[src/rtl/rv_defs.svh]
// *****************************
// core-wide sizes, reset vector and instruction field positions
// include before any use of rv_pkg or the core modules
// *****************************
`ifndef RV_DEFS_SVH
`define RV_DEFS_SVH

`define RV_XLEN        64
`define RV_REG_COUNT   32
// 32-bit instruction words
`define RV_IMEM_WORDS  256
// 64-bit data doublewords
`define RV_DMEM_WORDS  128
// byte address of the first instruction
`define RV_PC_RESET    64'h0

// instruction field positions
`define RV_F_OPCODE    6:0
`define RV_F_RD        11:7
`define RV_F_FUNCT3    14:12
`define RV_F_RS1       19:15
`define RV_F_RS2       24:20
`define RV_F_FUNCT7    31:25
`define RV_F_SIGN      31
`define RV_INST_EBREAK 32'h0010_0073

`endif

[src/rtl/rv_pkg.sv]
// *****************************
// shared types of the rv64 core, referenced as rv_pkg::name
// *****************************
`default_nettype none
`include "rv_defs.svh"

package rv_pkg;

  // data word and instruction
  typedef logic [`RV_XLEN-1:0] xlen_t;
  typedef logic [31:0]         inst_t;
  // register index
  typedef logic [4:0]          reg_id_t;
  // instruction memory word index
  typedef logic [7:0]          imem_addr_t;

  // major opcodes in use
  typedef enum logic [6:0] {
    opc_op     = 7'b0110011,
    opc_op_imm = 7'b0010011,
    opc_lui    = 7'b0110111,
    opc_auipc  = 7'b0010111,
    opc_jal    = 7'b1101111,
    opc_load   = 7'b0000011,
    opc_store  = 7'b0100011,
    opc_system = 7'b1110011
  } opcode_t;

  typedef enum logic [2:0] {
    alu_add,
    alu_sub,
    alu_and,
    alu_or,
    alu_xor,
    alu_slt
  } alu_op_t;

  // halt and trap are sticky until reset
  typedef enum logic [1:0] {
    st_idle,
    st_run,
    st_halt,
    st_trap
  } core_state_t;

endpackage

`default_nettype wire

[src/rtl/rv_alu.sv]
// *****************************
// combinational alu for the integer core
// *****************************
`timescale 1ns/10ps
`default_nettype none

module rv_alu (
  input  rv_pkg::xlen_t   operand_1,
  input  rv_pkg::xlen_t   operand_2,
  input  rv_pkg::alu_op_t alu_op,
  output rv_pkg::xlen_t   result
);

  logic less;

  // signed compare for slt and slti
  assign less = $signed(operand_1) < $signed(operand_2);

  always_comb begin
    case (alu_op)
      rv_pkg::alu_add: result = operand_1 + operand_2;
      rv_pkg::alu_sub: result = operand_1 - operand_2;
      rv_pkg::alu_and: result = operand_1 & operand_2;
      rv_pkg::alu_or:  result = operand_1 | operand_2;
      rv_pkg::alu_xor: result = operand_1 ^ operand_2;
      rv_pkg::alu_slt: begin
        result    = '0;
        result[0] = less;
      end
      default:         result = operand_1 + operand_2;
    endcase
  end

endmodule

`default_nettype wire

[config.mk]
export PLATFORM = sky130hd
export DESIGN_NAME = rv_alu
export DESIGN_NICKNAME = d
export VERILOG_FILES = /design/src/rtl/rv_pkg.sv /design/src/rtl/rv_alu.sv
export VERILOG_INCLUDE_DIRS = /design/src /design/src/rtl
export SDC_FILE = /design/constraint.sdc
export NUM_CORES = 1
export LEC_CHECK = 0
export ABC_AREA = 1
export BUFFER_PORTS_ARGS = -buffer_cell sky130_fd_sc_hd__buf_2
export CAP_MARGIN = 20
export CORE_MARGIN = 5
export CORE_UTILIZATION = 48
export DETAILED_ROUTE_END_ITERATION = 8
export GPL_TIMING_DRIVEN = 0
export PLACE_DENSITY = 0.75
export SLEW_MARGIN = 10
export SYNTH_ARGS = -nofsm -noshare
export SYNTH_HDL_FRONTEND = slang
export SYNTH_SLANG_ARGS = --single-unit
[constraint.sdc]
create_clock -name vclk -period 2.2
set_input_delay 0 -clock vclk [all_inputs]
set_output_delay 0 -clock vclk [all_outputs]
set_load 0.1 [all_outputs]
Word level (Yosys, flattened, before mapping)
Index checks and enable logic that the tools add are counted.

Output and inout bits: 64. Bits in latches: 0. Bits in writable memories: 0. Register bits: 0. Memories kept: 0. Word-level logic and storage cells: 12. Bits in read-only memories: 0.

Multiplexer cells: 1. Reductions and logical operators: 0. Divide/modulo/power cells: 0. Order comparisons: 1. Bitwise logic cells: 3. Add/subtract/negate cells: 2. Multipliers: 0. Eq/ne operators: 5. Shift-type cells: 0.

Operator list (count): $pmux 64 s5 (1); $add 64x64->64 (1); $and 64x64->64 (1); $lt 64x64->1 (1); $or 64x64->64 (1); $sub 64x64->64 (1); $xor 64x64->64 (1); $eq 3x2->1 const B (2); $eq 3x3->1 const B (2); $eq 3x1->1 const B (1).

Logic depth before layout (Yosys ltp)
Word-level depth: 2. Depth in mapped cells: 19. Gate-level depth less buffers: 18.

Least setup slack after synthesis
OpenSTA, ideal clock, no wires.

Path kind: input to output. Start: in operand_1[4]. End: out result[9]. Buffers on the path: 1. Stages: 10. Setup slack: -2307 ps. Data required time: 2200 ps. Arrival: 4507 ps. Cells stage by stage: inv_1 ha_1 buf_6 nor2_2 nand3_1 nand3_2 nand2_1 nand2_2 nor2_1 o311ai_0.

Word-level cells in the longest chain between the ends: 2. Elaborated cells on any way between the ends: 3.

RTL lines: start, declared (line rv_alu.sv:8) `input rv_pkg::xlen_t operand_1,`; $add 64x64->64 or $sub 64x64->64 (tied branches) (line rv_alu.sv:21, rv_alu.sv:30, rv_alu.sv:22); $pmux 64 s5 (*) (line rv_alu.sv:20) `case (alu_op)`; end, declared (line rv_alu.sv:11) `output rv_pkg::xlen_t result`.

Every way passes the cells marked *; elsewhere a longest branch is shown, timed or not.

Worst setup path after layout
Start: in alu_op[2]. End: out result[62].

Word-level cells in the longest chain between the ends: 2. Elaborated cells on any way between the ends: 6.

RTL lines: start, declared (line rv_alu.sv:10) `input rv_pkg::alu_op_t alu_op,`; $eq 3x3->1, or another cell as far along (line rv_alu.sv:20); $pmux 64 s5 (*) (line rv_alu.sv:20).

Marked as above.

==> reports/qor.yml <==
drt_drc_violations_left: 0
diodes: 0
yosys_warnings: 0
yosysUniqueCellTypes: 40
violations: "setup timing"
seqCellArea_um2: 0
synth_top_area_frac: 0.2715
synthMostInstantiatedCell: "nand2_1"
relSlewSlack: 0.2709
syn_area_mm2: 0.01544
power_density_mw_per_mm2: 381.9
vias: 20888
grt_setup_unrepaired: "true"
wire_per_inst_um: 20.57
max_stage_delay_ns: 0.85
critPathMaxFanout: 10
start_util: 0.4881
post_synth.cell_area_avg_um2: 4.932
crit_slowest_cell: "clkbuf_1"
dieArea_mm2: 0.03586
ys_top_cells_by_area: "nand2_1 (27%), inv_1 (18%), ha_1 (16%)"
grtUsageTotal: 0.4014
fin_crit_sh: 1.033
routed_wl_um: 77420
report.final.slew_viol_count: 0
synth.largest_area_cell: "nand2_1"
start_kind: "input port"
place_hpwl_um: 64730
outcome: "complete, but fails checks"
via_per_inst: 5.549
maxCapViolCount: 0
drive_above_1_share: 0.2787
path_delay_family: "buffers and inverters"
total_power_uw: 7711
seq_cell_count: 0
holdBufCountCts: 0
leakage_uw: 0.01181
grt_max_degree: 11
antenna_found_initial: 0
cp_cell_sequence: "buf_2, inv_1, nand2_1, nor2_1, clkbuf_1, a21oi_1, nand3_2, buf_12"
drt_iter0_drc: 2580
final-hold-violation-count: 0
end_kind: "output pin"
gp_congestion: 1.073
die_w_um: 189.4
core_area_mm2: 0.03164
setup_ws_ns: -0.07252
syn_nets: 3456
crit_type: "in2out"
hold_class: "in2out"
numPortBuffers: 195
period_needed_ns: 2.273
postRouteAntennaNets: 0
nets: 3689
max_freq_mhz: 440.0
critPathRequiredTime_ns: 2.20
syn-instance-count: 3131
crit_arrival_ns: 2.27
die_h_um: 189.4
hold_slack_ns: 0.5973
area_growth_pct: 30.75
first_pass_iters: 6
worst_pin_slew_ns: 1.094
io_pins: 195
crit_buf_inv: 4
clkbuf_count: 0
synthTopCellsByCount: "nand2_1 (1117), inv_1 (735), nand3_1 (239)"
ir_worst_vdd_mv: 0.3998
ys_seq_area_frac: 0
finalSetupViolations: 6
grt_pass1_vias: 18542
grt-ovfl-total: 0
grt_pass1_wl_um: 110000
rows: 65
## power breakdown
part / switching [uW] / internal, uW / total [uW] / leakage, uW
logic: 5450 / 2260 / 7710 / 0.0118
clock network: 0 / 0 / 0 / 0
registers: 0 / 0 / 0 / 0
## metrics by stage
| step | cell area, um2 | utilization | TNS [ns] | worst slack, ns | cells |
|---|---|---|---|---|---|
| 2_1_floorplan | 15680 | - | -1.201 | -0.3994 | 3131 |
| 3_3_place_gp | 17160 | 0.5425 | -21.01 | -0.6771 | 3728 |
| 3_5_place_dp | 17160 | 0.5425 | -21.94 | -0.7029 | 3728 |
| 4_1_cts | 18130 | 0.5732 | -0.03847 | -0.01894 | 3730 |
| 5_1_grt | 20190 | 0.6382 | -1.136 | -0.08076 | 3764 |
| 6_report | 20190 | 0.6382 | -0.1892 | -0.07252 | 3764 |
## placed cells by master (no fill, tap or decap), types with 37 or more instances in the layout
cell / count
nand2_1: 954
inv_1: 674
nand3_1: 195
ha_1: 179
nand2_2: 161
buf_2: 144
a21oi_1: 116
nor2_1: 112
nor2_4: 82
nor2_2: 80
inv_2: 69
buf_4: 52
o22ai_1: 51
buf_6: 47
a21oi_2: 46
nand3_2: 45
nand4_1: 37
buf_12: 37
## path summary, 6_finish.rpt
check	start	to	slack, ns	depth (start not counted)
min	operand_2[63]	result[63]	0.60	5
max	alu_op[2]	result[62]	-0.07	8
## worst min-delay path, stage by stage
cell and delay [ns]:
buf_2 0.09, ha_1 0.13, a21oi_1 0.06, nand3_1 0.13
buf_12 0.18
## cell type report
| class | count | area [um2] |
|---|---|---|
| plain buffers | 86 | 763.2 |
| repair buffers | 233 | 1904 |
| fillers | 3288 | 11450 |
| inverters | 765 | 2948 |
| multi-input cells | 2278 | 14070 |
| well taps | 402 | 503.0 |
## repair_timing
item	CTS	global route
gates cloned	0	5
setup buffers	2	31
endpoints found under the setup margin	59	60
pin swaps	9	57
resized for setup	282	513
## routing by layer
metal	vias to the layer above	track usage	wire [um]
met2	1238	0.5923	31320
met4	0	0.1491	3870
met5	-	0	0
met3	196	0.08628	10320
met1	9499	0.5716	31910
li1	9955	-	-
## cells by family (layout without fill, tap and decap cells)
| group | Yosys count | in the layout | synth area share |
|---|---|---|---|
| AO/OA/AOI/OAI | 298 | 298 | 0.1078 |
| XOR/XNOR | 29 | 29 | 0.01645 |
| adder cells (fa/ha/maj) | 194 | 194 | 0.1582 |
| buffers and inverters | 853 | 1084 | 0.2304 |
| AND/OR/NAND/NOR | 1757 | 1757 | 0.4872 |
No activity file was read; power rests on OpenSTA's default activity.
