<file path="src/rtl/rv_defs.svh">
// *****************************
// core-wide sizes, reset vector and instruction field positions
// include before any use of rv_pkg or the core modules
// *****************************
`ifndef RV_DEFS_SVH
`define RV_DEFS_SVH

`define RV_XLEN        64
`define RV_REG_COUNT   32
// 32-bit instruction words
`define RV_IMEM_WORDS  256
// 64-bit data doublewords
`define RV_DMEM_WORDS  128
// byte address of the first instruction
`define RV_PC_RESET    64'h0

// instruction field positions
`define RV_F_OPCODE    6:0
`define RV_F_RD        11:7
`define RV_F_FUNCT3    14:12
`define RV_F_RS1       19:15
`define RV_F_RS2       24:20
`define RV_F_FUNCT7    31:25
`define RV_F_SIGN      31
`define RV_INST_EBREAK 32'h0010_0073

`endif

</file>
<file path="src/rtl/rv_pkg.sv">
// *****************************
// shared types of the rv64 core, referenced as rv_pkg::name
// *****************************
`default_nettype none
`include "rv_defs.svh"

package rv_pkg;

  // data word and instruction
  typedef logic [`RV_XLEN-1:0] xlen_t;
  typedef logic [31:0]         inst_t;
  // register index
  typedef logic [4:0]          reg_id_t;
  // instruction memory word index
  typedef logic [7:0]          imem_addr_t;

  // major opcodes in use
  typedef enum logic [6:0] {
    opc_op     = 7'b0110011,
    opc_op_imm = 7'b0010011,
    opc_lui    = 7'b0110111,
    opc_auipc  = 7'b0010111,
    opc_jal    = 7'b1101111,
    opc_load   = 7'b0000011,
    opc_store  = 7'b0100011,
    opc_system = 7'b1110011
  } opcode_t;

  typedef enum logic [2:0] {
    alu_add,
    alu_sub,
    alu_and,
    alu_or,
    alu_xor,
    alu_slt
  } alu_op_t;

  // halt and trap are sticky until reset
  typedef enum logic [1:0] {
    st_idle,
    st_run,
    st_halt,
    st_trap
  } core_state_t;

endpackage

`default_nettype wire

</file>
<file path="src/rtl/rv_regfile.sv">
// *****************************
// integer register file, two operand reads, one debug read
// *****************************
`timescale 1ns/10ps
`default_nettype none
`include "rv_defs.svh"

module rv_regfile (
  input  logic            clk,
  input  logic            arst_n,
  input  rv_pkg::reg_id_t rs1,
  input  rv_pkg::reg_id_t rs2,
  input  rv_pkg::reg_id_t dbg_addr,
  input  rv_pkg::reg_id_t rd,
  input  rv_pkg::xlen_t   wdata,
  input  logic            wen,
  output rv_pkg::xlen_t   rdata_1,
  output rv_pkg::xlen_t   rdata_2,
  output rv_pkg::xlen_t   dbg_data
);

  rv_pkg::xlen_t regs [`RV_REG_COUNT];

  always_ff @(posedge clk or negedge arst_n) begin
    if (!arst_n) begin
      for (int i = 0; i < `RV_REG_COUNT; i++) begin
        regs[i] <= '0;
      end
    end else if (wen && (rd != '0)) begin
      // x0 never takes a write
      regs[rd] <= wdata;
    end
  end

  // x0 hardwired to zero on every read port
  assign rdata_1  = (rs1 == '0) ? '0 : regs[rs1];
  assign rdata_2  = (rs2 == '0) ? '0 : regs[rs2];
  assign dbg_data = (dbg_addr == '0) ? '0 : regs[dbg_addr];

endmodule

`default_nettype wire

</file>
<file path="config.mk">
export PLATFORM = sky130hd
export DESIGN_NAME = rv_regfile
export DESIGN_NICKNAME = d
export VERILOG_FILES = /design/src/rtl/rv_pkg.sv /design/src/rtl/rv_regfile.sv
export VERILOG_INCLUDE_DIRS = /design/src /design/src/rtl
export SDC_FILE = /design/constraint.sdc
export NUM_CORES = 2
export LEC_CHECK = 0
export BUFFER_PORTS_ARGS = -buffer_cell sky130_fd_sc_hd__clkbuf_2
export CORE_UTILIZATION = 35
export DETAILED_ROUTE_END_ITERATION = 10
export PLACE_DENSITY = 0.49
export SYNTH_ARGS = -nofsm -noshare
export SYNTH_HDL_FRONTEND = slang
export SYNTH_SLANG_ARGS = --single-unit
</file>
<file path="constraint.sdc">
create_clock -name clk -period 5.1 [get_ports clk]
set_input_delay 0.51 -clock clk [delete_from_list [all_inputs] [get_ports clk]]
set_output_delay 0.51 -clock clk [all_outputs]
set_load 0.02 [all_outputs]
</file>
# Word-level counts from Yosys, hierarchy flattened
# Cells that the tools add are included.
[word_totals]
register_bits = 2048
input_bits = 87
output_inout_bits = 192
[op_classes]
magnitude_cmp = 5
mux = 15
bitwise = 4
reduce_logical = 6
[op_table]
columns = ["cell", "n"]
rows = [
  ["$bwmux W2048", 1],
  ["$bmux W64 S5", 3],
  ["$mux W64", 10],
  ["$demux W64 S5", 1],
  ["$ge A6 B6 Y1 const B", 4],
  ["$not A5 Y6", 4],
  ["$logic_not A5 Y1", 3],
  ["$lt A6 B1 Y1 const B", 1],
  ["$reduce_bool A5 Y1", 1],
  ["$logic_and A1 B1 Y1", 2],
]

# Longest topological paths before layout
[depth]
ltp_word = 6
depth_mapped = 9
depth_no_buf = 4

# Worst setup path after synthesis
# Ideal clock, no wire load.
[synth_timing]
path_kind = "input port to output port"
startpoint = "input rs2[0]"
endpoint = "output rdata_2[48]"
arrival_time_ps = 2468
setup_slack_ps = 2122
cell_stages = 7
path_buffers = 3
path_cell_list = "buf_4 buf_6 buf_2 or3b_1 o221ai_1 a221oi_1 a2111oi_1"
[synth_between]
elab_chain_len = 5
word_cells_on_any_way = 6
cone_classes = "4 x mux; 1 x bitwise; 1 x reduce/logical"
[synth_rtl]
columns = ["element", "line_no", "source"]
rows = [
  ["start: declaration", "rv_regfile.sv:12", "input rv_pkg::reg_id_t rs2,"],
  ["$not A5 Y6 (not written as such)", "rv_regfile.sv:37", "assign rdata_2 = (rs2 == '0) ? '0 : regs[rs2];"],
  ["$bmux W64 S5", "rv_regfile.sv:37", ""],
  ["$mux W64 (not written as such) (2 in a row)", "rv_regfile.sv:37", ""],
  ["$mux W64 *", "rv_regfile.sv:37", ""],
  ["end: declaration", "rv_regfile.sv:18", "output rv_pkg::xlen_t rdata_2,"],
]
# Every way passes the cells marked *; elsewhere a longest branch is shown, timed or not. The select of a mux whose other input is x is not followed.

# Worst setup path after layout
[layout_timing]
startpoint = "input rs1[2]"
endpoint = "output rdata_1[63]"
[layout_between]
elab_chain_len = 5
word_cells_on_any_way = 6
cone_classes = "4 x mux; 1 x bitwise; 1 x reduce/logical"
[layout_rtl]
columns = ["element", "line_no", "source"]
rows = [
  ["start: declaration", "rv_regfile.sv:11", "input rv_pkg::reg_id_t rs1,"],
  ["$not A5 Y6 (not written as such)", "rv_regfile.sv:36", "assign rdata_1 = (rs1 == '0) ? '0 : regs[rs1];"],
  ["$bmux W64 S5", "rv_regfile.sv:36", ""],
  ["$mux W64 (not written as such) (2 in a row)", "rv_regfile.sv:36", ""],
  ["$mux W64 *", "rv_regfile.sv:36", ""],
  ["end: declaration", "rv_regfile.sv:17", "output rv_pkg::xlen_t rdata_1,"],
]
# Marks and branches as above.

==> impl_metrics.csv <==
group,metric,value,unit
outcome,status,"finished clean",
synthesis,synthTopCellsByArea,"dfrtp_1 41%, mux4_2 24%, mux2_2 20%",
synthesis,yosysTopAreaCell,"dfrtp_1",
floorplanning,die_x,599,um
drt,routedWlPerCell,41.1,um
timing,setup_viol,0,
timing,clock.fmax,221,MHz
cells_and_area,area_growth,13.0,%
synthesis,yosys_register_bits,2048,
synthesis,synth_edf_count,0,
drt,drt_iter0_markers,9700,
synthesis,synth_nets,8492,
grt,grt_overflow_total,0,
worst_setup_path,crit_arrival,4.02,ns
worst_setup_path,critPathCaptureType,"primary output",
floorplanning,coreArea,353000,sq um
worst_setup_path,crit_path_max_fanout,30,
cells_and_area,final_nets,8401,
floorplanning,io_pins,279,
synthesis,yosysWarningCount,0,
cells_and_area,design_area,141000,sq um
synthesis,yosysSeqAreaShare,41.1,%
timing,period_share,88.8,%
worst_hold_path,hp-class,"in2async",
clock_network,root_buffer,"clkbuf_16",
drt,vias,87000,
timing,worst_pin_slew,1.48,ns
cells_and_area,max_flop_register,"regs",
worst_setup_path,ff2ff_path_depth,1,
place,place.detailed.instances,12800,
worst_setup_path,startpoint_type,"input pin",
floorplanning,design.die.area,359000,sq um
clock_network,cts.clk_slew.worst_paths,0.05,ns
worst_setup_path,cp.required,4.59,ns
clock_network,clk_latency,0.90,ns
cells_and_area,top_regs,"regs: 2048 flops",
run,drv_cap,0,
timing,drv_slew,0,
cells_and_area,drive_above_1_share,55.4,%
clock_network,cts_tree,"yes",
synthesis,yosysMostFrequentCell,"mux2_2",
worst_setup_path,path_class,"in2out",
synthesis,syn_area,125000,sq um
cells_and_area,fin_cells,13300,
worst_setup_path,reg2reg_slack,4.26,ns
grt,grt_pass1_wl,756000,um
synthesis,synthTopCellsByCount,"2193 x mux2_2, 2048 x dfrtp_1, 1323 x mux4_2",
timing,rsz0062_at_grt,"false",
timing,skew,0,ns
floorplanning,rows,218,
place,io_buffer_count,278,
drt,drt_pass1_iterations,8,
floorplanning,die_h,599,um
synthesis,yosysUniqueCellTypes,53,
worst_setup_path,r2r-end,"regs[1671]$_DFFE_PN0P_",
floorplanning,initial_core_util,35.3,%
grt,grt_max_degree,149,
worst_setup_path,rr_startpoint,"regs[1671]$_DFFE_PN0P_",
synthesis,netlist_instances,8405,
clock_network,cts.path.max_buffers,4,
drt,routed_wl,545000,um
drt,ant_nets,0,
clock_network,cts_buffers,262,
drt,drcViolationCount,0,
timing,setup-tns-final,0,ns
synthesis,synth.top_cell.area_share,41.1,%
timing,slew_headroom,1.04,%
grt,track_usage,30.1,%
timing,hold_ws,0.165,ns
grt,grt_pass1_vias,88500,
timing,finalHoldViolCount,0,
place,dpl_cell_area,132000,sq um
synthesis,synth_ff_type,"dfrtp_1",
drt,vias_per_cell,6.56,
cells_and_area,largest_register_ffs,2048,
power_and_ir_drop,p_leak,59.9,nW
timing,min_period,4.53,ns
place,gp_congestion,0.846,
clock_network,cts.htree.levels,5,
power_and_ir_drop,ir_drop,0.000250,V
clock_network,clock-sinks,2048,
place,hpwl,324000,um
synthesis,ys_async_sr_fraction,100,%
grt,antenna_found_initial,57,
synthesis,avgSynthCellArea,14.8,sq um
power_and_ir_drop,powerDensity,393,nW/um^2
==> where the power goes <==
group,internal (mW),switching (mW),leakage [nW]
clock network,11.2,7.85,4.27
registers,19.3,3.08,26.3
logic,7.65,6.28,29.4
==> what timing repair did <==
action                                 4_1_cts  5_1_grt
setup endpoints to repair                    0        0
hold buffers                                 1        0
endpoints found under the hold margin       74        0
gates resized for setup                      0        0
buffers inserted                             0        0
==> placed cells by master (no fill, tap or decap), drive strengths merged, types with 27 or more instances in the layout <==
master | Yosys | layout
nor2b | 36 | 36
nor2 | 40 | 40
and3 | 50 | 50
nand2 | 146 | 146
mux2i | 689 | 689
o221ai | 90 | 90
dfrtp | 2048 | 2048
o22ai | 147 | 147
mux2 | 2193 | 2193
nand3 | 96 | 96
a22oi | 118 | 118
clkbuf | 546 | 655
a22o | 47 | 47
a211o | 47 | 47
buf | 465 | 391
mux4 | 1323 | 1323
diode | 0 | 27
a221oi | 55 | 55
or2 | 61 | 61
clkinv | 0 | 43
==> final cells by class <==
class                   instances  area (sq um)
inverters                       5          18.8
well taps                    4730          5920
flip-flops and latches       2048         51200
multi-input cells            5341         69300
repair buffers                656          5830
diodes                         27          67.6
clock inverters                72           757
fillers                     32600        213000
clock buffers                 391          7850
==> metal layers <==
layer	global-route usage (%)	part of all wire, %	routed length [um]	vias up
met2	46.6	46	250000	4482
li1	-	-	-	33300
met4	14.6	5.6	30200	14
met3	5.70	7.6	41200	1141
met1	40.7	41	224000	48100
met5	0	0.016	87	-
==> stage by stage <==
stage	utilization (%)	power, mW	setup WS (ns)
after floorplan	-	31.4	2.12
after global placement	37.4	36.0	0.683
after detailed placement	37.4	36.4	0.675
after CTS	39.9	55.5	0.670
after global routing	39.9	57.5	0.587
final	39.9	55.4	0.570
==> critical path: stages <==
cell	delay [ns]
buf_4	0.53
buf_4	0.45
nor3_2	0.17
a22oi_2	0.20
buf_4	0.35
o221ai_1	0.19
a222oi_1	1.19
clkbuf_2	0.35
==> logic make-up (layout without fill, tap and decap cells) <==
kind of cell,Yosys count,count (layout),synth area share (%)
multiplexers,4205,4205,49.2
buffers and inverters,1016,1124,3.72
flip-flops,2048,2048,41.1
AO/OA/AOI/OAI,630,630,3.89
other,0,27,0
AND/OR/NAND/NOR,506,506,2.09
==> how the worst max path moves through the flow <==
stage / slack [ns] / depth (start not counted) / from / endpoint
final: 0.57 / 8 / rs1[2] / rdata_1[63]
after global routing: 0.59 / 8 / rs1[2] / rdata_1[63]
after CTS: 0.67 / 8 / rs1[2] / rdata_1[63]
after detailed placement: 0.67 / 8 / rs1[2] / rdata_1[63]
after global placement: 0.68 / 7 / rs2[0] / rdata_2[24]
after floorplan: 2.12 / 7 / rs2[0] / rdata_2[48]
No activity file was read; power rests on OpenSTA's default activity.
