--- src/rtl/rv_defs.svh ---
// *****************************
// core-wide sizes, reset vector and instruction field positions
// include before any use of rv_pkg or the core modules
// *****************************
`ifndef RV_DEFS_SVH
`define RV_DEFS_SVH

`define RV_XLEN        64
`define RV_REG_COUNT   32
// 32-bit instruction words
`define RV_IMEM_WORDS  256
// 64-bit data doublewords
`define RV_DMEM_WORDS  128
// byte address of the first instruction
`define RV_PC_RESET    64'h0

// instruction field positions
`define RV_F_OPCODE    6:0
`define RV_F_RD        11:7
`define RV_F_FUNCT3    14:12
`define RV_F_RS1       19:15
`define RV_F_RS2       24:20
`define RV_F_FUNCT7    31:25
`define RV_F_SIGN      31
`define RV_INST_EBREAK 32'h0010_0073

`endif

--- src/rtl/rv_pkg.sv ---
// *****************************
// shared types of the rv64 core, referenced as rv_pkg::name
// *****************************
`default_nettype none
`include "rv_defs.svh"

package rv_pkg;

  // data word and instruction
  typedef logic [`RV_XLEN-1:0] xlen_t;
  typedef logic [31:0]         inst_t;
  // register index
  typedef logic [4:0]          reg_id_t;
  // instruction memory word index
  typedef logic [7:0]          imem_addr_t;

  // major opcodes in use
  typedef enum logic [6:0] {
    opc_op     = 7'b0110011,
    opc_op_imm = 7'b0010011,
    opc_lui    = 7'b0110111,
    opc_auipc  = 7'b0010111,
    opc_jal    = 7'b1101111,
    opc_load   = 7'b0000011,
    opc_store  = 7'b0100011,
    opc_system = 7'b1110011
  } opcode_t;

  typedef enum logic [2:0] {
    alu_add,
    alu_sub,
    alu_and,
    alu_or,
    alu_xor,
    alu_slt
  } alu_op_t;

  // halt and trap are sticky until reset
  typedef enum logic [1:0] {
    st_idle,
    st_run,
    st_halt,
    st_trap
  } core_state_t;

endpackage

`default_nettype wire

--- src/rtl/rv_decoder.sv ---
// *****************************
// combinational instruction decoder
// feeds register ids, immediate and control flags to the datapath
// *****************************
`timescale 1ns/10ps
`default_nettype none
`include "rv_defs.svh"

module rv_decoder (
  input  rv_pkg::inst_t   inst,
  output rv_pkg::reg_id_t rd,
  output rv_pkg::reg_id_t rs1,
  output rv_pkg::reg_id_t rs2,
  output rv_pkg::xlen_t   imm,
  output rv_pkg::alu_op_t alu_op,
  output logic            need_imm,
  output logic            use_pc,
  output logic            zero_op1,
  output logic            is_jal,
  output logic            is_load,
  output logic            reg_wen,
  output logic            mem_wen,
  output logic            is_ebreak,
  output logic            inst_illegal
);

  rv_pkg::opcode_t opcode;
  logic [2:0]      funct3;
  logic [6:0]      funct7;
  logic            sign;
  rv_pkg::xlen_t   imm_i;
  rv_pkg::xlen_t   imm_s;
  rv_pkg::xlen_t   imm_u;
  rv_pkg::xlen_t   imm_j;

  assign opcode = rv_pkg::opcode_t'(inst[`RV_F_OPCODE]);
  assign funct3 = inst[`RV_F_FUNCT3];
  assign funct7 = inst[`RV_F_FUNCT7];
  assign sign   = inst[`RV_F_SIGN];

  // register fields sit at fixed positions in every format
  assign rd  = inst[`RV_F_RD];
  assign rs1 = inst[`RV_F_RS1];
  assign rs2 = inst[`RV_F_RS2];

  // sign-extended immediates per format
  assign imm_i = {{(`RV_XLEN-12){sign}}, inst[31:20]};
  assign imm_s = {{(`RV_XLEN-12){sign}}, inst[31:25], inst[11:7]};
  assign imm_u = {{(`RV_XLEN-32){sign}}, inst[31:12], 12'b0};
  assign imm_j = {{(`RV_XLEN-21){sign}}, inst[31], inst[19:12], inst[20], inst[30:21], 1'b0};

  always_comb begin
    imm          = imm_i;
    alu_op       = rv_pkg::alu_add;
    need_imm     = 1'b0;
    use_pc       = 1'b0;
    zero_op1     = 1'b0;
    is_jal       = 1'b0;
    is_load      = 1'b0;
    reg_wen      = 1'b0;
    mem_wen      = 1'b0;
    is_ebreak    = 1'b0;
    inst_illegal = 1'b0;
    case (opcode)
      rv_pkg::opc_op: begin
        reg_wen = 1'b1;
        case ({funct7, funct3})
          10'b0000000_000: alu_op = rv_pkg::alu_add;
          10'b0100000_000: alu_op = rv_pkg::alu_sub;
          10'b0000000_111: alu_op = rv_pkg::alu_and;
          10'b0000000_110: alu_op = rv_pkg::alu_or;
          10'b0000000_100: alu_op = rv_pkg::alu_xor;
          10'b0000000_010: alu_op = rv_pkg::alu_slt;
          default:         inst_illegal = 1'b1;
        endcase
      end
      rv_pkg::opc_op_imm: begin
        reg_wen  = 1'b1;
        need_imm = 1'b1;
        // shifts and sltiu are not supported
        case (funct3)
          3'b000:  alu_op = rv_pkg::alu_add;
          3'b111:  alu_op = rv_pkg::alu_and;
          3'b110:  alu_op = rv_pkg::alu_or;
          3'b100:  alu_op = rv_pkg::alu_xor;
          3'b010:  alu_op = rv_pkg::alu_slt;
          default: inst_illegal = 1'b1;
        endcase
      end
      rv_pkg::opc_lui: begin
        // 0 + imm_u
        imm      = imm_u;
        need_imm = 1'b1;
        zero_op1 = 1'b1;
        reg_wen  = 1'b1;
      end
      rv_pkg::opc_auipc: begin
        imm      = imm_u;
        need_imm = 1'b1;
        use_pc   = 1'b1;
        reg_wen  = 1'b1;
      end
      rv_pkg::opc_jal: begin
        // link value comes from the writeback mux
        imm     = imm_j;
        is_jal  = 1'b1;
        reg_wen = 1'b1;
      end
      rv_pkg::opc_load: begin
        need_imm     = 1'b1;
        is_load      = 1'b1;
        reg_wen      = 1'b1;
        // ld only
        inst_illegal = (funct3 != 3'b011);
      end
      rv_pkg::opc_store: begin
        imm          = imm_s;
        need_imm     = 1'b1;
        mem_wen      = 1'b1;
        // sd only
        inst_illegal = (funct3 != 3'b011);
      end
      rv_pkg::opc_system: begin
        is_ebreak    = (inst == `RV_INST_EBREAK);
        inst_illegal = (inst != `RV_INST_EBREAK);
      end
      default: inst_illegal = 1'b1;
    endcase
    // nothing commits from an undefined encoding
    if (inst_illegal) begin
      reg_wen = 1'b0;
      mem_wen = 1'b0;
    end
  end

endmodule

`default_nettype wire

--- config.mk ---
export PLATFORM = sky130hd
export DESIGN_NAME = rv_decoder
export DESIGN_NICKNAME = d
export VERILOG_FILES = /design/src/rtl/rv_pkg.sv /design/src/rtl/rv_decoder.sv
export VERILOG_INCLUDE_DIRS = /design/src /design/src/rtl
export SDC_FILE = /design/constraint.sdc
export NUM_CORES = 1
export LEC_CHECK = 0
export BUFFER_PORTS_ARGS = -buffer_cell sky130_fd_sc_hd__clkbuf_2
export CAP_MARGIN = 20
export CORE_MARGIN = 3
export CORE_UTILIZATION = 39
export DETAILED_ROUTE_END_ITERATION = 10
export GPL_TIMING_DRIVEN = 0
export PLACE_DENSITY = 0.95
export SETUP_SLACK_MARGIN = 0.2
export SLEW_MARGIN = 15
export SYNTH_ARGS = -nofsm -noshare
export SYNTH_HDL_FRONTEND = slang
export SYNTH_SLANG_ARGS = --single-unit
--- constraint.sdc ---
create_clock -name vclk -period 3
set_input_delay 0.45 -clock vclk [all_inputs]
set_output_delay 0.45 -clock vclk [all_outputs]
set_load 0.1 [all_outputs]
[Word-level counts from Yosys, hierarchy flattened]
Cells that the tools add are included.
Storage, ports and cells
  register bits: 0
  logic and storage cells: 46
Cells by class
  eq/ne operators: 20
  mux-type cells: 17
  reductions and logical operators: 9
Operator list (number)
  $pmux 31 s3: 1
  $eq 32x21->1 const B: 1
  $ne 32x21->1 const B: 1
  $eq 10x3->1 const B: 3
  $eq 7x6->1 const B: 3
  $pmux 3 s5: 1
  $eq 7x5->1 const B: 2
  $eq 7x7->1 const B: 2
  $mux 1: 12
  $pmux 3 s4: 1
  $reduce_or 6->1: 2
  $eq 10x2->1 const B: 1
  $eq 10x9->1 const B: 1
  $logic_not 10->1: 1
  $reduce_or 5->1: 2
  $eq 3x3->1 const B: 3
  $eq 7x2->1 const B: 1
  $pmux 3 s2: 1
  $pmux 1 s5: 1
  $reduce_or 2->1: 2
  $eq 3x2->1 const B: 1
  $logic_not 3->1: 1
  $ne 3x2->1 const B: 1
  $reduce_or 3->1: 1

[Longest topological paths before layout]
  depth after elaboration: 5
  depth in mapped cells: 6

[Worst setup path after synthesis]
OpenSTA, ideal clock, no wires.
  path kind: in2out
  start: in inst[31]
  end: out alu_op[2]
  arrival time: 4347 ps
  slack: -1797 ps
  stages: 3
  cell sequence: or4_4 -> o41ai_2 -> nor4b_1
On the way
  longest elaborated chain between the ends: 3
RTL lines
  start: declaration: line rv_decoder.sv:10  | input rv_pkg::inst_t inst,
  $eq 10x2->1 (tied with other cells): line rv_decoder.sv:67  | case ({funct7, funct3})
  $pmux 3 s5 (*): line rv_decoder.sv:67
  $pmux 3 s2 (*): line rv_decoder.sv:64  | case (opcode)
  end: declaration: line rv_decoder.sv:15  | output rv_pkg::alu_op_t alu_op,
Mark *: on every way between the ends. The rest lies on a longest branch, timed or not.

[Worst setup path after layout]
  start: in inst[31]
  end: out alu_op[0]
Same word-level chain as after synthesis.

==> flow_metrics.tcl <==
set metrics [dict create \
    status "finished clean" \
    worstSetupPathType "in2out" \
    io_buffers 120 \
    drv_cap 0 \
    area_delta_synth_final_pct 64.0 \
    hold_path_depth 3 \
    gp_congestion 0.833 \
    power.leakage_nw 1.10 \
    nets 308 \
    grt_max_degree 38 \
    ant_nets 0 \
    grt_pass1_wl_mm 5.87 \
    ys_seq_area_share_pct 0 \
    fin_ws_ns 0.321 \
    p_per_area_nw_per_um2 365 \
    dp_slack_ns -0.0253 \
    drv_slew 0 \
    rows 18 \
    die_width_um 59.3 \
    worstHoldPathType "in2out" \
    syn_area_um2 1110 \
    syn_nets 186 \
    fin_util_pct 70.0 \
    crit_fanout 37 \
    hold_viol_final 0 \
    maxSlewHeadroom_pct 62.3 \
    hpwl_mm 3.42 \
    synth_top_area_share_pct 33.9 \
    drtIter0Drc 55 \
    drive_gt1_share_pct 70.1 \
    seq_area_um2 0 \
    synth_area_leaders "buf_4, a21o_1, and2_1" \
    synth_top_family_by_area "buffers and inverters" \
    cp_slowest_cell "or4_4" \
    setup_viol 0 \
    fin_crit_ns 2.68 \
    cts_setup_buffers 0 \
    die_y_um 59.3 \
    rsz0062_at_grt "no" \
    cpPeakStageDelay_ns 0.60 \
    ys_warn_count 0 \
    synthMuxAreaShare_pct 0 \
    seq_cells 0 \
    hold_path_startpoint "inst[12]" \
    ir_worst_vdd_mv 0.353 \
    initial_core_util_pct 42.7 \
    hold_path_end "alu_op[0]" \
    tightest_slew_ns 0.568 \
    coreArea_um2 2590 \
    ios 123 \
    synth.avg_cell_area_um2 7.18 \
    antenna_cells 0 \
    crit_arrival_ns 2.23 \
    die_area_um2 3510 \
    wl_per_cell_um 13.1 \
    fillers 221 \
    yosys.area.top_type "buf_4" \
    clock.fmax_ghz 0.373 \
    crit_required_ns 2.55 \
    nClkBuffers 0 \
    synth_compound_area_share_pct 28.2 \
    vias_per_cell 4.81 \
    yosys.area_share.adder_pct 0 \
    antenna_found_initial 0 \
    final_cell_mix "clkbuf_2, buf_4, a21o_1, and2_1, nand2_1" \
    totalWireLength_mm 3.98 \
    synthDistinctLibCells 42 \
    drc 0 \
    worstSetupStartpointType "input port" \
    grt_remaining_overflow 0 \
    crit_path_cell_trace "clkbuf_4 -> or4_4 -> o41ai_2 -> nand2_1 -> a211oi_2 -> buf_6" \
    via_count 1463 \
    tns_ns 0 \
    final_common_cell "clkbuf_2" \
    fin_crit_sh_pct 89.3 \
    netlist_instances 154 \
    end_kind "primary output" \
    first_pass_iters 4 \
    grt_pass1_vias 1232 \
    yosys.area_share.simple_pct 33.7 \
    gr-usage-all-layers_pct 20.4 \
    synth-xor-area-share_pct 0.792 \
]
==> where the power goes <==
group	internal [mW]	switching [mW]
Combinational	0.123	0.539
Clock	0	0
Sequential	0	0
Total	0.123	0.539
==> metrics by stage <==
step	power (mW)	std cells	hold WS, ns	cell area [um^2]
detailed placement	0.663	304	1.43	1790
finish	0.662	304	1.32	1810
CTS	0.663	304	1.40	1810
floorplan	0.558	154	1.07	1150
global placement	0.658	304	1.42	1790
global route	0.683	304	1.34	1810
==> critical path: cells and delay by family <==
kind	cells	cell delay [ns]
buf+inv	2	0.51
compound gates	2	0.49
simple gates	2	0.76
==> cell usage after synthesis (all sizes together) (2+ instances only) <==
cell type,number
nand4,2
and2,10
nand2b,3
o21bai,2
o21ai,4
a21o,20
nand3,3
nor3b,2
clkbuf,2
nor4b,4
and3,2
nand2,7
a22o,5
nor3,4
or4,2
nor4,6
buf,54
nor2,7
==> kinds of logic after synthesis <==
kind of cell | count (synthesis)
AO/OA/AOI/OAI | 39
XOR/XNOR | 1
buffers and inverters | 57
AND/OR/NAND/NOR | 57
==> final cells by class <==
| class | instances | area [um^2] | share of cell area, % |
|---|---|---|---|
| Buffer | 56 | 423 | 23.3 |
| Tap cell | 30 | 37.5 | 2.07 |
| Inverter | 1 | 3.75 | 0.207 |
| Timing Repair Buffer | 120 | 617 | 34.0 |
| Multi-Input combinational cell | 97 | 733 | 40.4 |
==> layer usage <==
layer / vias up / routed length (um) / track usage [%]
met4: 0 / 0 / 0.647
li1: 752 / - / -
met5: - / 0 / 0
met3: 0 / 354 / 1.74
met1: 645 / 1490 / 25.7
met2: 66 / 2130 / 39.0
==> how the worst max path moves through the flow <==
stage          startpoint         to  slack [ns]  cells after the start
6_report         inst[31]  alu_op[0]        0.32                      6
5_1_grt          inst[31]  alu_op[0]        0.23                      6
4_1_cts          inst[31]  alu_op[0]        0.26                      6
3_5_place_dp     inst[31]  alu_op[0]       -0.03                      6
3_3_place_gp     inst[31]  alu_op[0]        0.02                      6
2_1_floorplan    inst[31]  alu_op[2]       -0.38                      3
==> what timing repair did <==
| item | 4_1_cts | 5_1_grt |
|---|---|---|
| endpoints found under the setup margin | 5 | 1 |
| hold endpoints to repair | 0 | 0 |
| hold buffers | 0 | 0 |
| resized for setup | 6 | 2 |
Note: power is estimated with default switching activity, not from simulation.
