## config.mk

```make
export PLATFORM = sky130hd
export DESIGN_NAME = rv_fetch
export DESIGN_NICKNAME = d
export VERILOG_FILES = /design/src/rtl/rv_pkg.sv /design/src/rtl/rv_fetch.sv
export VERILOG_INCLUDE_DIRS = /design/src /design/src/rtl
export SDC_FILE = /design/constraint.sdc
export NUM_CORES = 1
export LEC_CHECK = 0
export BUFFER_PORTS_ARGS = -buffer_cell sky130_fd_sc_hd__clkbuf_2
export CAP_MARGIN = 20
export CORE_ASPECT_RATIO = 0.75
export CORE_MARGIN = 3
export CORE_UTILIZATION = 30
export DETAILED_ROUTE_END_ITERATION = 10
export HOLD_SLACK_MARGIN = 0.05
export MAX_ROUTING_LAYER = met4
export PLACE_DENSITY = 0.45
export SKIP_CTS_REPAIR_TIMING = 1
export SYNTH_ARGS = -nofsm -noshare
export SYNTH_HDL_FRONTEND = slang
export SYNTH_SLANG_ARGS = --single-unit
```

## constraint.sdc

```tcl
create_clock -name clk -period 4.1 [get_ports clk]
set_clock_uncertainty 0.2 [all_clocks]
set_input_delay 0.205 -clock clk [delete_from_list [all_inputs] [get_ports clk]]
set_output_delay 0.205 -clock clk [all_outputs]
set_load 0.05 [all_outputs]
```

## src/rtl/rv_defs.svh

```systemverilog
// *****************************
// core-wide sizes, reset vector and instruction field positions
// include before any use of rv_pkg or the core modules
// *****************************
`ifndef RV_DEFS_SVH
`define RV_DEFS_SVH

`define RV_XLEN        64
`define RV_REG_COUNT   32
// 32-bit instruction words
`define RV_IMEM_WORDS  256
// 64-bit data doublewords
`define RV_DMEM_WORDS  128
// byte address of the first instruction
`define RV_PC_RESET    64'h0

// instruction field positions
`define RV_F_OPCODE    6:0
`define RV_F_RD        11:7
`define RV_F_FUNCT3    14:12
`define RV_F_RS1       19:15
`define RV_F_RS2       24:20
`define RV_F_FUNCT7    31:25
`define RV_F_SIGN      31
`define RV_INST_EBREAK 32'h0010_0073

`endif

```

## src/rtl/rv_pkg.sv

```systemverilog
// *****************************
// shared types of the rv64 core, referenced as rv_pkg::name
// *****************************
`default_nettype none
`include "rv_defs.svh"

package rv_pkg;

  // data word and instruction
  typedef logic [`RV_XLEN-1:0] xlen_t;
  typedef logic [31:0]         inst_t;
  // register index
  typedef logic [4:0]          reg_id_t;
  // instruction memory word index
  typedef logic [7:0]          imem_addr_t;

  // major opcodes in use
  typedef enum logic [6:0] {
    opc_op     = 7'b0110011,
    opc_op_imm = 7'b0010011,
    opc_lui    = 7'b0110111,
    opc_auipc  = 7'b0010111,
    opc_jal    = 7'b1101111,
    opc_load   = 7'b0000011,
    opc_store  = 7'b0100011,
    opc_system = 7'b1110011
  } opcode_t;

  typedef enum logic [2:0] {
    alu_add,
    alu_sub,
    alu_and,
    alu_or,
    alu_xor,
    alu_slt
  } alu_op_t;

  // halt and trap are sticky until reset
  typedef enum logic [1:0] {
    st_idle,
    st_run,
    st_halt,
    st_trap
  } core_state_t;

endpackage

`default_nettype wire

```

## src/rtl/rv_fetch.sv

```systemverilog
// *****************************
// pc register and run/halt/trap control of the core
// *****************************
`timescale 1ns/10ps
`default_nettype none
`include "rv_defs.svh"

module rv_fetch (
  input  logic          clk,
  input  logic          arst_n,
  input  logic          start,
  input  logic          is_jal,
  input  logic          is_ebreak,
  input  logic          inst_illegal,
  input  rv_pkg::xlen_t imm,
  output rv_pkg::xlen_t pc,
  output logic          running,
  output logic          halted,
  output logic          illegal
);

  rv_pkg::core_state_t state;
  rv_pkg::core_state_t state_nxt;
  rv_pkg::xlen_t       pc_nxt;

  always_comb begin
    state_nxt = state;
    pc_nxt    = pc;
    case (state)
      rv_pkg::st_idle: begin
        if (start) begin
          state_nxt = rv_pkg::st_run;
        end
      end
      rv_pkg::st_run: begin
        // pc stays on the offending instruction
        if (inst_illegal) begin
          state_nxt = rv_pkg::st_trap;
        end else if (is_ebreak) begin
          state_nxt = rv_pkg::st_halt;
        end else begin
          pc_nxt = is_jal ? (pc + imm) : (pc + 64'd4);
        end
      end
      // halt and trap hold until reset
      default: state_nxt = state;
    endcase
  end

  always_ff @(posedge clk or negedge arst_n) begin
    if (!arst_n) begin
      state <= rv_pkg::st_idle;
      pc    <= `RV_PC_RESET;
    end else begin
      state <= state_nxt;
      pc    <= pc_nxt;
    end
  end

  assign running = (state == rv_pkg::st_run);
  assign halted  = (state == rv_pkg::st_halt);
  assign illegal = (state == rv_pkg::st_trap);

endmodule

`default_nettype wire

```

==> Yosys cells after proc, flatten, opt, wreduce, memory -nomap -nowiden <==
Cells that the tools add are included.
{ "totals": {"output_inout_bits": 67, "elab_cells": 20, "register_bits": 66, "input_bits": 70} }
{ "classes": {"n_bitwise": 2, "n_eq_ne": 5, "n_reduce_logical": 4, "add_sub_neg": 2, "mux": 5} }
{ "ops": {"columns": ["cell", "count"], "rows": [
  ["$add A64 B3 Y64 const B", 1],
  ["$add A64 B64 Y64", 1],
  ["$mux W64", 1],
  ["$mux W2", 3],
  ["$reduce_and A3 Y1", 2],
  ["$eq A2 B2 Y1 const B", 2],
  ["$pmux W2 S2", 1],
  ["$ne A3 B3 Y1 const B", 1],
  ["$eq A2 B1 Y1 const B", 1],
  ["$logic_not A2 Y1", 1],
  ["$ne A2 B2 Y1 const B", 1],
  ["$not A1 Y1", 2],
  ["$reduce_bool A2 Y1", 1]
]} }

==> Logic depth before layout (Yosys ltp) <==
Gate-level depths: netlist of the first run.
{ "depth": {"word_depth": 3, "ltp_mapped": 13, "depth_no_buf": 13} }

==> Least setup slack after synthesis of the first run <==
Ideal clock, no wire load.
{ "synth_path": {"kind": "register to register", "startpoint": "reg pc[0]", "endpoint": "reg pc[40]", "stages_incl_launch_ff": 13, "synth_period_minus_slack_ps": 3581, "required_ps": 3774, "arrival_ps": 3255, "n_path_buf": 0, "slack_ps": 519, "setup_time_ps": 126, "cell_sequence": "dfrtp_1 ha_1 inv_1 fa_1 nor2b_1 o211ai_1 a31oi_2 a211oi_2 o31ai_4 a31oi_4 o41a_1 xnor2_1 a221o_1"} }
{ "synth_between": {"elab_chain_len": 2, "word_cells_on_any_way": 3, "classes_between": "add/sub (2); mux (1)"} }
{ "synth_lines": {"columns": ["item", "line", "rtl"], "rows": [
  ["start: declaration", "rv_fetch.sv:16", "output rv_pkg::xlen_t pc,"],
  ["start signal: assignment", "rv_fetch.sv:53", "pc <= `RV_PC_RESET;"],
  ["start signal: assignment", "rv_fetch.sv:56", "pc <= pc_nxt;"],
  ["$add A64 B3 Y64 / $add A64 B64 Y64 (equally long branches)", "rv_fetch.sv:42", "pc_nxt = is_jal ? (pc + imm) : (pc + 64'd4);"],
  ["$mux W64 (*)", "rv_fetch.sv:42", null]
]} }
Mark *: on every way between the ends. The rest lies on a longest branch, timed or not.
A chain may end at the register's enable or synchronous reset.

==> Worst setup path in the final report of the first run <==
{ "layout_path": {"startpoint": "reg pc[12]", "endpoint": "reg pc[63]"} }
Same word-level chain as after synthesis.

==> run summary, run 1 <==
status -> completed
Slew Limit Fails -> 0
GRT Overall Usage -> 0.221
maxcap violations -> 0
ys flop type -> dfrtp_1
ant diodes -> 0
clk_lat worst skew -> 0.36 ns
Critical Path Start Type -> register
DIE AREA -> 29,700 µm²
worst vdd ir -> 0.194 mV
Hold Crit Class -> in2reg
Max-slew headroom -> 0.486
measured slew at the worst slew-check pin -> 0.766 ns
DRT Pass-1 Iters -> 5
vias in the first global route -> 8,330
RSZ-0062 raised after global routing -> false
Layout Nets -> 1,360
die width -> 198 µm
layout cell share with drive strength beyond 1 -> 0.177
Synth Area in XOR/XNOR -> 0.0538
cells after synthesis -> 1,118
grt peak-use layer -> met1
first-pass GRT wire length -> 49,900 µm
cell area after synthesis -> 8310 µm²
wire length per cell -> 20.5 µm
final WL -> 32,400 µm
starting density of the core -> 0.306
FFs w/ async S/R, synth -> 1.00
H-tree depth -> 3
Syn-to-layout area delta -> 16.0%
Post-synth EDFFs -> 0
crit end category -> register
Power Dens Cells -> 177 nW/µm²
clock sink count -> 66
core area -> 27,100 µm²
final hold vios -> 0
Synth Area in Compound Gates -> 0.338
RD Place Congestion -> 0.904
largest family of logic cells by synthesized area -> compound AO/OA/AOI/OAI gates
Final min period -> 3.73 ns
Root Driver -> clkbuf_16
GR met2 Demand/Resource -> 0.302
post-synth cell types -> 93
Critical Path Fanout Max -> 9
total CTS buffers -> 9
Setup WS pre-CTS -> 0.421 ns
Vias -> 9,029
CTS tree -> yes
Placement Rows -> 52
clk slew on worst S/H paths -> 0.06 ns
Adder-Cell Fraction of Synth Area -> 0.0988
Setup TNS -> 0 ns
period utilization -> 0.911
io pins -> 137
antenna violations before repair -> 0
drt drc -> 0
Setup CP Type -> reg2reg
syn_nets -> 1,253
GR Overflow Total -> 0
commonest non-fill, non-tap cell in the layout -> a21oi_1
most frequent cells in the layout -> 150 x a21oi_1, 134 x clkbuf_2, 119 x nand2_1
simple-gate share of the synthesized area -> 0.258
Yosys reg bits -> 66
sequential share of the synthesized area -> 0.199
GR Layer Usage met1 -> 0.346
DR iter-0 viols -> 711
Fin Hold WS -> 0.114 ns
Worst EP required -> 4.14 ns
Max Root-Sink Buffers -> 2
Final WS setup -> 0.365 ns
final setup vio count -> 0
Lkg Pwr -> 4.39 nW
Routed Antenna Nets -> 0
port bufs -> 136
synth warn -> 0
fmax -> 268 MHz
GR Util met3 -> 0.0311
Via-to-Cell Ratio -> 5.71
crit path DAT -> 3.77 ns
Synth Area per Inst -> 7.43 µm²
largest net degree at the start of global routing -> 70
post-DP HPWL -> 24,800 µm
post-synthesis mux area share -> 0.0137
Die H -> 150 µm
==> synthesized netlist by cell type (all sizes together), types with 4 or more instances <==
cell,instances,share of area
nand2,120,0.055
a22oi,10,0.0090
o21a,8,0.0072
a31oi,23,0.024
o21bai,15,0.014
dfrtp,66,0.20
a211oi,10,0.0096
and3,26,0.020
mux2i,8,0.0096
or3,4,0.0030
nor4,10,0.012
inv,24,0.011
nor4b,4,0.0060
and2,9,0.0068
nand4,27,0.020
o31ai,6,0.0087
xnor2,34,0.036
ha,64,0.096
and4,5,0.0053
nand3,41,0.029
o21ai,102,0.062
xor2,17,0.018
a211o,4,0.0042
a41oi,6,0.0063
nand2b,11,0.0086
a221oi,6,0.0071
o211ai,7,0.0069
nor3,28,0.021
a31o,11,0.012
o22a,7,0.0074
clkbuf,38,0.017
a21o,36,0.033
nor2,99,0.048
nor2b,13,0.0098
nor3b,4,0.0042
a21oi,151,0.091
buf,19,0.011
==> power breakdown <==
part	switching (mW)	internal, mW
combinational	0.183	0.110
clock	0.336	0.425
sequential	0	0.651
total	0.519	1.19
==> sequential cells by signal, summed over array words and instances (netlist names) <==
| name | flops |
|---|---|
| pc | 64 |
| state | 2 |
==> critical path, cell delays in order (launching register included) <==
cell and delay, ns:
dfrtp_1 0.47, ha_1 0.40, a21oi_1 0.27, o21ai_1 0.15, nor2b_1 0.16, a221oi_2 0.10, o311ai_1 0.68, a21oi_2 0.21
a31oi_2 0.39, nor3_2 0.11, mux2i_1 0.13, or3_1 0.34
==> final timing paths <==
kind                       slack, ns                from                    to  depth (start not counted)
setup / recovery                0.37  pc[12]$_DFFE_PN0P_    pc[63]$_DFFE_PN0P_                         11
hold / removal                  0.11             imm[63]    pc[63]$_DFFE_PN0P_                          4
setup reg to reg                0.37  pc[12]$_DFFE_PN0P_    pc[63]$_DFFE_PN0P_                         11
hold reg to reg                 0.32   pc[0]$_DFFE_PN0P_     pc[0]$_DFFE_PN0P_                          2
max in group asynchronous       2.93              arst_n    pc[39]$_DFFE_PN0P_                          3
min in group asynchronous       0.15              arst_n  state[1]$_DFFE_PN0P_                          2
==> metrics by stage <==
step	std cells	utilization	instance area (µm²)	power, mW
3_3_place_gp	1559	0.343	9300	0.950
6_report	1581	0.355	9640	1.70
3_5_place_dp	1559	0.343	9300	0.948
4_1_cts	1575	0.352	9560	1.72
2_1_floorplan	1118	-	8310	0.844
5_1_grt	1581	0.355	9640	1.78
==> logic make-up after synthesis <==
logic type / after synthesis
and+or+nand+nor: 411
buffers and inverters: 81
muxes: 11
adders and majority gates: 65
AOI/OAI and AO/OA: 433
xor gates and xnor gates: 51
DFF: 66
==> layer usage <==
metal / part of all wire / routed length, µm
met2: 0.41 / 13100
met1: 0.53 / 17200
met5: 0 / 0
met3: 0.056 / 1820
met4: 0.0064 / 207
==> final cells by class <==
cell class / count / area (µm²)
fillers: 2914 / 17500
flip-flops and latches: 66 / 1650
multi-input cells: 971 / 6330
clock inverters: 3 / 15.0
inverters: 24 / 90.1
clock buffers: 13 / 250
repair buffers: 153 / 858
well taps: 351 / 439
No activity file was read; power rests on OpenSTA's default activity.
==> run 2: changes to the inputs <==
==> constraint.sdc (replaced) <==
create_clock -name clk -period 4.7 [get_ports clk]
set_clock_uncertainty 0.2 [all_clocks]
set_input_delay 0.705 -clock clk [delete_from_list [all_inputs] [get_ports clk]]
set_output_delay 0.705 -clock clk [all_outputs]
set_load 0.05 [all_outputs]
==> run summary, run 2 (synthesis results as in run 1) <==
status -> completed
crit end category -> register
register with the most flip-flops -> pc
clock sink count -> 66 (unchanged)
Max Root-Sink Buffers -> 2 (unchanged)
Max stage delay on crit path -> 0.54 ns (-0.14 ns)
Hold Crit Class -> in2async
worst vdd ir -> 0.161 mV (-17%)
Worst path slowest cell -> ha_1
clk_lat worst skew -> 0.36 ns (about the same)
Die H -> 150 µm (unchanged)
post-DP HPWL -> 24,600 µm (-1.1%)
Final min period -> 3.66 ns (-0.0734 ns)
starting density of the core -> 0.306 (unchanged)
H-tree depth -> 3 (unchanged)
crit path DAT -> 3.70 ns (-0.07 ns)
Syn-to-layout area delta -> 15.2%
vias in the first global route -> 8,443 (+1.4%)
final hold vios -> 0 (unchanged)
worst reg2reg endpoint -> pc[63]$_DFFE_PN0P_
io pins -> 137 (unchanged)
layout cell share with drive strength beyond 1 -> 0.177 (-0.000187)
drt drc -> 0 (unchanged)
Post-DP Area -> 9250 µm² (-0.46%)
Reg2Reg Depth -> 11 (unchanged)
DR iter-0 viols -> 758 (+6.6%)
Power Dens Cells -> 167 nW/µm² (-5.3%)
Setup TNS -> 0 ns (unchanged)
Worst R2R Start -> pc[16]$_DFFE_PN0P_
final setup vio count -> 0 (unchanged)
RD Place Congestion -> 0.900 (-0.35%)
port bufs -> 136 (unchanged)
DRT Pass-1 Iters -> 5 (unchanged)
GRT Overall Usage -> 0.221 (+0.000354)
Critical Path Fanout Max -> 10 (+1)
clk slew on worst S/H paths -> 0.07 ns (about the same)
Via-to-Cell Ratio -> 5.73 (+0.31%)
maxcap violations -> 0 (unchanged)
Vias -> 9,000 (-0.32%)
wire length per cell -> 20.4 µm (-0.34%)
Root Driver -> clkbuf_16
Lkg Pwr -> 4.35 nW (-0.93%)
worst-path cell chain -> ha_1, nand2_1, nor2_1, nand4_1, o21ai_0, o311ai_1, a21oi_2, a31oi_2, nor3_2, mux2i_1, or3_1
DIE AREA -> 29,700 µm² (unchanged)
most frequent cells in the layout -> 150 x a21oi_1, 134 x clkbuf_2, 119 x nand2_1
Fin Hold WS -> 0.287 ns (+0.173 ns)
Setup CP Type -> reg2reg
die width -> 198 µm (unchanged)
placed instance count -> 1,555 (-0.26%)
largest registers -> pc x64, state x2
Placement Rows -> 52 (unchanged)
core area -> 27,100 µm² (unchanged)
WP buf/inv -> 0 (unchanged)
Layout Nets -> 1,350 (-0.74%)
largest net degree at the start of global routing -> 75 (+7.1%)
Critical Path Source -> pc[16]$_DFFE_PN0P_
period utilization -> 0.779 (-0.132)
total CTS buffers -> 9 (unchanged)
Worst EP required -> 4.74 ns (+0.60 ns)
fill count -> 2,929 (+0.51%)
CTS tree -> yes
fmax -> 273 MHz (+2.0%)
GR Overflow Total -> 0 (unchanged)
Routed Antenna Nets -> 0 (unchanged)
final WL -> 32,100 µm (-0.97%)
ant diodes -> 0 (unchanged)
max FFs per register -> 64 (unchanged)
antenna violations before repair -> 1 (+1)
first-pass GRT wire length -> 50,100 µm (+0.47%)
Max-slew headroom -> 0.323 (-0.162)
commonest non-fill, non-tap cell in the layout -> a21oi_1
RSZ-0062 raised after global routing -> false
measured slew at the worst slew-check pin -> 1.02 ns (+0.249 ns)
Finished Cell Area -> 9570 µm² (-0.69%)
reg2reg setup slack -> 1.04 ns (+0.67 ns)
Critical Path Start Type -> register
fin cells -> 1,571 (-0.63%)
cell family with the largest share of critical-path delay -> simple AND/OR/NAND/NOR gates
Slew Limit Fails -> 0 (unchanged)
-- run 2: cell count changes in the layout (fill, tap and decap cells not counted), moves of 2 or more --
cell	change
buf_4	-3
bufinv_16	+2
clkbuf_1	-3
clkinvlp_4	+2
dlygate4sd3_1	-5
-- run 2: stage by stage --
stage	utilization	worst slack (ns)	power (mW)
6_report	0.353	1.04	1.60
5_1_grt	0.353	0.842	1.67
4_1_cts	0.353	1.10	1.62
3_5_place_dp	0.341	0.703	0.826
3_3_place_gp	0.341	0.808	0.826
2_1_floorplan	-	1.12	0.736
-- run 2: worst max-delay path by stage --
stage,endpoint,cells after the start
6_report,pc[63]$_DFFE_PN0P_,11
5_1_grt,pc[58]$_DFFE_PN0P_,13
4_1_cts,pc[63]$_DFFE_PN0P_,11
3_5_place_dp,pc[58]$_DFFE_PN0P_,13
3_3_place_gp,pc[40]$_DFFE_PN0P_,13
2_1_floorplan,pc[40]$_DFFE_PN0P_,12
-- run 2: metal layers --
layer | GRT usage | vias to the layer above | part of all wire
met2 | 0.310 | 294 | 0.41
met5 | - | - | 0
met3 | 0.0387 | 28 | 0.063
met4 | 0.0357 | 0 | 0.010
met1 | 0.334 | 4287 | 0.52
li1 | - | 4391 | -
-- run 2: power by group --
group / switching, mW / internal (mW)
clock: 0.322 / 0.465
combinational: 0.157 / 0.0909
sequential: 0 / 0.568
total: 0.480 / 1.12
-- run 2: cell type report --
type,count,area [µm²],area share
inverter,24,90.1,0.00941
timing repair buffer,143,738,0.0771
clock buffer,9,225,0.0235
sequential,66,1650,0.173
clock inverter,7,93.8,0.00980
tap,351,439,0.0459
multi-input combinational,971,6330,0.662
-- run 2: worst register-to-register path, stage by stage, from the launching register on --
cell	delay, ns
dfrtp_1	0.44
ha_1	0.54
nand2_1	0.16
nor2_1	0.27
nand4_1	0.19
o21ai_0	0.36
o311ai_1	0.20
a21oi_2	0.27
a31oi_2	0.21
nor3_2	0.28
mux2i_1	0.10
or3_1	0.35
